--- src/verilog/wire_link_pkg.sv ---
// link word width, forward and credit delay depths, receiver buffer and credit sizing

package wire_link_pkg;

  // ------------------------------
  // payload
  // ------------------------------

  // width of one word carried across the link
  localparam int data_w = 32;

  // ------------------------------
  // wire distance
  // ------------------------------

  // retiming stages on the wide forward bus
  localparam int fwd_stages = 3;

  // retiming stages on the single-bit credit return path
  // kept equal to the forward depth since both cross the same distance
  localparam int credit_stages = 3;

  // ------------------------------
  // flow control
  // ------------------------------

  // receiver buffer slots, which is also the sender's starting credit count
  localparam int buf_depth = 8;

  // index into the receiver buffer, log2 of buf_depth
  localparam int buf_idx_w = 3;

  // the credit counter must be able to hold the full value buf_depth,
  // so it is one bit wider than the buffer index
  localparam int credit_w = 4;

endpackage : wire_link_pkg

--- src/verilog/delay_valid_next.sv ---
// valid-next delay line with reset valid-next chain and enable-gated unreset data stages

`timescale 1ns/100ps

module delay_valid_next #(
  // bit width of the data path, at least 1
  parameter int Width = 1,
  // number of register stages, 0 gives a pure pass-through
  parameter int NumStages = 0
) (
  input  logic             clk,
  input  logic             reset,
  input  logic             in_valid_next,
  input  logic [Width-1:0] in,
  output logic             out_valid_next,
  output logic [Width-1:0] out
);

  // ------------------------------
  // stage storage
  // ------------------------------

  // entry 0 is the input itself, entry NumStages is the output
  logic             stage_valid_next [0:NumStages];
  logic [Width-1:0] stage            [0:NumStages];

  assign stage_valid_next[0] = in_valid_next;
  assign stage[0]            = in;

  // ------------------------------
  // pipeline
  // ------------------------------

  for (genvar i = 1; i <= NumStages; i++) begin : gen_stage

    // the valid-next chain is cleared so nothing looks valid after reset
    always_ff @(posedge clk) begin
      if (reset) begin
        stage_valid_next[i] <= 1'b0;
      end else begin
        stage_valid_next[i] <= stage_valid_next[i-1];
      end
    end

    // stage_valid_next[i] acts as the valid for stage[i-1], so it is the
    // load enable here and the data stays one cycle behind its valid-next bit
    // no reset on the wide registers, they only move when a word passes
    always_ff @(posedge clk) begin
      if (stage_valid_next[i]) begin
        stage[i] <= stage[i-1];
      end
    end

  end

  // last stage drives the far end of the wire
  assign out_valid_next = stage_valid_next[NumStages];
  assign out            = stage[NumStages];

endmodule : delay_valid_next

--- src/verilog/link_receiver.sv ---
// link receiver with data capture, circular word buffer, output four-phase handshake and credit return

`timescale 1ns/100ps

module link_receiver
  import wire_link_pkg::*;
(
  input  logic              clk,
  input  logic              reset,
  input  logic              dly_valid_next,
  input  logic [data_w-1:0] dly_data,
  input  logic              out_ack,
  output logic              out_req,
  output logic [data_w-1:0] out_data,
  output logic              credit_return
);

  // ------------------------------
  // declarations
  // ------------------------------

  // dly_valid_next moved one cycle later so it lines up with dly_data
  logic               data_valid;
  // word storage, one slot per credit the sender holds
  logic [data_w-1:0]  mem [buf_depth];
  // pointers carry one extra wrap bit to tell full from empty
  logic [buf_idx_w:0] wr_ptr;
  logic [buf_idx_w:0] rd_ptr;
  logic               buf_empty;
  // consumer has acknowledged the word at the head
  logic               handoff;
  // out_req one cycle back, for spotting its falling edge
  logic               out_req_q;

  // ------------------------------
  // capture
  // ------------------------------

  always_ff @(posedge clk) begin
    if (reset) begin
      data_valid <= 1'b0;
    end else begin
      data_valid <= dly_valid_next;
    end
  end

  // the sender never launches without a credit, so a write
  // always finds a free slot
  always_ff @(posedge clk) begin
    if (data_valid) begin
      mem[wr_ptr[buf_idx_w-1:0]] <= dly_data;
    end
  end

  always_ff @(posedge clk) begin
    if (reset) begin
      wr_ptr <= '0;
    end else if (data_valid) begin
      wr_ptr <= wr_ptr + 1'b1;
    end
  end

  assign buf_empty = (wr_ptr == rd_ptr);

  // ------------------------------
  // output handshake
  // ------------------------------

  assign handoff = out_req && out_ack;

  // head of the buffer; the slot is not rewritten while it is occupied,
  // so this stays stable for the whole time out_req is high
  assign out_data = mem[rd_ptr[buf_idx_w-1:0]];

  always_ff @(posedge clk) begin
    if (reset) begin
      out_req <= 1'b0;
    end else if (!out_req && !out_ack && !buf_empty) begin
      // previous handshake is fully closed and a word is waiting
      out_req <= 1'b1;
    end else if (handoff) begin
      out_req <= 1'b0;
    end
  end

  // the slot is released on the same edge that drops out_req
  always_ff @(posedge clk) begin
    if (reset) begin
      rd_ptr <= '0;
    end else if (handoff) begin
      rd_ptr <= rd_ptr + 1'b1;
    end
  end

  // ------------------------------
  // credit return
  // ------------------------------

  // one pulse per freed slot, issued the edge after out_req falls
  always_ff @(posedge clk) begin
    if (reset) begin
      out_req_q     <= 1'b0;
      credit_return <= 1'b0;
    end else begin
      out_req_q     <= out_req;
      credit_return <= out_req_q && !out_req;
    end
  end

endmodule : link_receiver

--- src/verilog/link_sender.sv ---
// link sender with input four-phase handshake, credit counter, credit retiming and valid-next launch

`timescale 1ns/100ps

module link_sender
  import wire_link_pkg::*;
(
  input  logic              clk,
  input  logic              reset,
  input  logic              in_req,
  input  logic [data_w-1:0] in_data,
  input  logic              credit_return,
  output logic              in_ack,
  output logic              fwd_valid_next,
  output logic [data_w-1:0] fwd_data
);

  // ------------------------------
  // declarations
  // ------------------------------

  // credits currently held, one per free receiver slot
  logic [credit_w-1:0]      credit_cnt;
  // credit pulses travelling back across the wire
  logic [credit_stages-1:0] credit_pipe;
  // credit pulse after the full return distance
  logic                     credit_back;
  // word taken from the producer, waiting one cycle for launch
  logic [data_w-1:0]        word_q;
  // a new word is taken on this edge
  logic                     accept;

  // ------------------------------
  // input handshake
  // ------------------------------

  // a request is only taken when the previous handshake has closed
  // and the receiver is known to have room for it
  assign accept = in_req && !in_ack && (credit_cnt != '0);

  always_ff @(posedge clk) begin
    if (reset) begin
      in_ack <= 1'b0;
    end else if (accept) begin
      in_ack <= 1'b1;
    end else if (in_ack && !in_req) begin
      // producer has seen the ack and withdrawn, so close the handshake
      in_ack <= 1'b0;
    end
  end

  // ------------------------------
  // forward launch
  // ------------------------------

  // valid-next goes out on the acceptance edge itself
  always_ff @(posedge clk) begin
    if (reset) begin
      fwd_valid_next <= 1'b0;
    end else begin
      fwd_valid_next <= accept;
    end
  end

  // hold the word so in_data is free to change once in_req drops
  always_ff @(posedge clk) begin
    if (accept) begin
      word_q <= in_data;
    end
  end

  // data follows valid-next by one cycle, loaded only when a word launches
  always_ff @(posedge clk) begin
    if (fwd_valid_next) begin
      fwd_data <= word_q;
    end
  end

  // ------------------------------
  // credit return
  // ------------------------------

  // the return pulse is retimed over the same distance as the forward bus
  always_ff @(posedge clk) begin
    if (reset) begin
      credit_pipe <= '0;
    end else begin
      credit_pipe[0] <= credit_return;
      for (int i = 1; i < credit_stages; i++) begin
        credit_pipe[i] <= credit_pipe[i-1];
      end
    end
  end

  assign credit_back = credit_pipe[credit_stages-1];

  // spend on accept, add back on a returned pulse; both at once cancel out
  always_ff @(posedge clk) begin
    if (reset) begin
      credit_cnt <= credit_w'(buf_depth);
    end else if (accept && !credit_back) begin
      credit_cnt <= credit_cnt - 1'b1;
    end else if (!accept && credit_back) begin
      credit_cnt <= credit_cnt + 1'b1;
    end
  end

endmodule : link_sender

--- src/verilog/wire_link_top.sv ---
// wire link top level joining sender, forward delay line and receiver

`timescale 1ns/100ps

module wire_link_top
  import wire_link_pkg::*;
(
  input  logic              clk,
  input  logic              reset,
  // producer side
  input  logic              in_req,
  input  logic [data_w-1:0] in_data,
  output logic              in_ack,
  // consumer side
  input  logic              out_ack,
  output logic              out_req,
  output logic [data_w-1:0] out_data
);

  // ------------------------------
  // internal wires
  // ------------------------------

  // near end of the forward bus, straight from the sender
  logic              fwd_valid_next;
  logic [data_w-1:0] fwd_data;
  // far end of the forward bus, after the wire retiming
  logic              dly_valid_next;
  logic [data_w-1:0] dly_data;
  // one pulse per slot freed at the receiver
  logic              credit_return;

  // ------------------------------
  // blocks
  // ------------------------------

  link_sender i_sender (
    .clk            (clk),
    .reset          (reset),
    .in_req         (in_req),
    .in_data        (in_data),
    .credit_return  (credit_return),
    .in_ack         (in_ack),
    .fwd_valid_next (fwd_valid_next),
    .fwd_data       (fwd_data)
  );

  // the long wide wire, registered along its length
  delay_valid_next #(
    .Width     (data_w),
    .NumStages (fwd_stages)
  ) i_fwd_delay (
    .clk            (clk),
    .reset          (reset),
    .in_valid_next  (fwd_valid_next),
    .in             (fwd_data),
    .out_valid_next (dly_valid_next),
    .out            (dly_data)
  );

  link_receiver i_receiver (
    .clk            (clk),
    .reset          (reset),
    .dly_valid_next (dly_valid_next),
    .dly_data       (dly_data),
    .out_ack        (out_ack),
    .out_req        (out_req),
    .out_data       (out_data),
    .credit_return  (credit_return)
  );

endmodule : wire_link_top

--- config.mk ---
export PLATFORM = sky130hd
export DESIGN_NAME = wire_link_top
export DESIGN_NICKNAME = d
export VERILOG_FILES = /design/src/verilog/wire_link_pkg.sv /design/src/verilog/delay_valid_next.sv /design/src/verilog/link_receiver.sv /design/src/verilog/link_sender.sv /design/src/verilog/wire_link_top.sv
export SDC_FILE = /design/constraint.sdc
export NUM_CORES = 1
export LEC_CHECK = 0
export ABC_AREA = 1
export BUFFER_PORTS_ARGS = -buffer_cell sky130_fd_sc_hd__buf_2
export CORE_UTILIZATION = 55
export CTS_CLUSTER_SIZE = 40
export DETAILED_ROUTE_END_ITERATION = 8
export PLACE_DENSITY_LB_ADDON = 0.08
export SYNTH_ARGS = -nofsm -noshare
export SYNTH_HDL_FRONTEND = slang
export SYNTH_SLANG_ARGS = --single-unit
export TNS_END_PERCENT = 20
--- constraint.sdc ---
create_clock -name clk -period 3.1 [get_ports clk]
set_clock_uncertainty 0.05 [all_clocks]
set_input_delay 0.31 -clock clk [delete_from_list [all_inputs] [get_ports clk]]
set_output_delay 0.31 -clock clk [all_outputs]
set_load 0.005 [all_outputs]
==> qor.csv <==
metric;value;unit
areaGrowthSynthToFinish;15.5;%
yosysWarnings;0;
worst_pin_slew;0.694;ns
grt_antenna_before_repair;0;
final.period_utilization;80.9;%
setup_tns;0;ns
wl_per_cell;17.4;microns
seq_area_frac_synth;81.8;%
wl;28200;microns
slew_violations;0;
instances_no_fill;1621;
utilization;65.3;%
critical_path.max_fanout;54;
power.share.switching;18.8;%
grt_usage;19.7;%
die_y;172;microns
relSlewSlack;53.6;%
initial_core_util;56.6;%
via_per_inst;5.24;
initialDrtViolationCount;790;
cts_tree;yes;
cts-root-buf;clkbuf_16;
io_pins;70;
drv_cap;0;
clk_pin_slew_worst_paths;0.06;ns
diodes;0;
pwr-share-seq;57.4;%
cp.arrival;2.15;ns
ir_drop;0.000510;V
via_count;8488;
rows;61;
drtAntennaViolNets;0;
clock_sinks;443;
gp_congestion;0.720;
syn_area;0.0159;sq mm
post-route-min-period;2.51;ns
path_cells;buf_12 > o21ai_0 > o21ai_0 > nand2_1 > nand2_1 > buf_2;
final.fill_count;2007;
hold_viol;0;
htree_levels;2;
portBuffers;69;
criticalPathCategory;register to output port;
worstPathRequired;2.74;ns
final-setup-viol-count;0;
p_switching;0.00217;W
total_leakage_power;6.34;nW
crit_path_start_kind;register;
powerDensity;629;mW/mm^2
drc;0;
status;finished, final reports clean;
critPathBufInv;2;
hold_path_class;primary input to register;
die-area;0.0297;sq mm
combPwrFrac;2.0;%
grt_pass1_wl;44000;microns
dp_hpwl;15200;microns
grt_pass1_vias;8014;
fp.dieW;172;microns
internal_power;0.00939;W
overflow;0;
crit_family;flip-flops;
drive_above_1_share;12.9;%
rsz0062_at_grt;false;
clock_latency;0.52;ns
synth_cells;1093;
dr.pass1.iters;5;
critPathMaxStageDelay;0.73;ns
placedCellCount;1512;
cts_buffers;42;
fmax;399;MHz
grt_max_degree;129;
cts_buffer_depth;3;
ys_ff_latch;443;
syn_area_per_cell;14.6;sq um
power.share.clock;40.7;%
cpMaxStageDelayCell;dfxtp_4;
ctsResizeCount;0;
crit_path_end_kind;output port;
synth_cell_types;25;
layout.nets;1253;
synth_fp_nets;1134;
core-area;0.0282;sq mm
-- path summary, 6_finish.rpt --
check	startpoint	end	slack, ns	cells after the start
worst max-delay path	register	out_data[28]	0.59	6
worst min-delay path	reset	i_fwd_delay.out_valid_next	0.09	2
worst max register to register	i_sender.credit_cnt[0]	i_sender.credit_cnt[3]	1.17	10
worst min register to register	i_receiver.credit_return	i_sender.credit_pipe[0]	0.36	2
-- cells in the final DEF (no fill, tap or decap) --
cell           netlist  layout
nor2_1             220     211
clkbuf_8             0       3
ha_1                 5       5
nand3b_1             1       1
nor2_4               0       6
xor2_1               1       1
nand3_1              5       5
edfxtp_1           416     416
buf_12               1       9
inv_2                0       1
clkinv_1             0       8
nor2_2               0       3
xnor2_1              3       3
o21ai_0            135     135
dfxtp_1             27      25
nor3b_1              1       1
buf_4                5      13
buf_2               11      69
nand2_1            122     122
o21ai_1             64      64
clkbuf_2             5       1
clkinv_2             0       7
clkbuf_1            19      11
or2_2                1       1
bufinv_16            0       1
clkbuf_16            0      43
o211ai_1             2       2
dlygate4sd3_1        0      34
a21oi_1             11      11
dfxtp_4              0       2
nor3_1               3       3
inv_1               26      25
inv_6                0       1
-- metrics by stage --
step	hold WS (ns)	power, W	instance area, sq um	setup WS [ns]
finish	0.0851	0.0116	18400	0.592
global route	0.0803	0.0119	18400	0.389
CTS	0.0717	0.0117	18400	0.547
detailed placement	0.349	0.00696	16800	1.11
global placement	0.348	0.00695	16800	1.17
floorplan	0.336	0.00688	15900	0.460
-- layout make-up --
type                            count  area (sq um)  share of cell area [%]
Sequential cell                   443         13000                    70.9
Multi-Input combinational cell    574          2560                    13.9
Clock buffer                       58          1160                    6.32
Timing Repair Buffer              125           963                    5.24
Tap cell                          378           473                    2.57
Clock inverter                     17           104                   0.564
Inverter                           26          97.6                   0.530
-- registers in the layout (all words and copies together), names as in the netlist, named ones only --
name                          flops
i_receiver.rd_ptr                 4
i_sender.credit_cnt               4
i_sender.credit_pipe              3
i_receiver.wr_ptr                 4
i_fwd_delay.stage_valid_next      2
i_sender.word_q                  32
i_receiver.credit_return          1
i_sender.fwd_valid_next           1
i_fwd_delay.out                  32
i_sender.in_ack                   1
i_sender.fwd_data                32
i_receiver.out_req                1
i_fwd_delay.stage                64
i_receiver.data_valid             1
i_fwd_delay.out_valid_next        1
i_receiver.mem                  256
i_receiver.out_req_q              1
-- power by group through the flow --
stage               sequential, W  clock [W]  combinational, W
floorplan                 0.00677          0          0.000110
global route              0.00664    0.00502          0.000256
CTS                       0.00664    0.00480          0.000227
finish                    0.00664    0.00470          0.000226
detailed placement        0.00677          0          0.000194
global placement          0.00676          0          0.000191
-- metal layers --
layer	wire [microns]	global-route usage (%)	vias to the layer above
met2	13700	32.3	219
met5	0	0	-
met3	1380	3.07	41
met4	497	5.62	0
li1	-	-	4141
met1	12600	27.6	4087
-- cell families (layout without fill, tap and decap cells) --
family / count (synthesis) / count (layout) / synth area share [%]
DFF: 443 / 443 / 81.8
and+or+nand+nor: 353 / 353 / 8.44
adders and majority gates: 5 / 5 / 0.393
AOI/OAI and AO/OA: 212 / 212 / 6.69
xor gates and xnor gates: 4 / 4 / 0.220
buffers and inverters: 76 / 226 / 2.49
-- cell usage after synthesis --
| library cell | number | area, sq um |
|---|---|---|
| buf_8 | 1 | 15.0 |
| xnor2_1 | 3 | 26.3 |
| dfxtp_1 | 27 | 541 |
| buf_2 | 11 | 55.1 |
| or2_2 | 1 | 6.26 |
| clkbuf_2 | 5 | 25.0 |
| nand3b_1 | 1 | 7.51 |
| nor3_1 | 3 | 15.0 |
| nor3b_1 | 1 | 7.51 |
| buf_6 | 6 | 67.6 |
| a21oi_1 | 11 | 55.1 |
| xor2_1 | 1 | 8.76 |
| inv_1 | 26 | 97.6 |
| o211ai_1 | 2 | 15.0 |
| buf_4 | 5 | 37.5 |
| buf_12 | 1 | 20.0 |
| nand3_1 | 5 | 25.0 |
| nor2_1 | 220 | 826 |
| o21ai_1 | 64 | 320 |
| buf_1 | 2 | 7.51 |
| o21ai_0 | 135 | 676 |
| ha_1 | 5 | 62.6 |
| clkbuf_1 | 19 | 71.3 |
| nand2_1 | 122 | 458 |
| edfxtp_1 | 416 | 12500 |
-- timing repair --
item / CTS / global route
buffers inserted: 0 / 0
endpoints found under the hold margin: 34 / 0
hold buffers: 34 / 0
(Power assumes the default switching activity.)
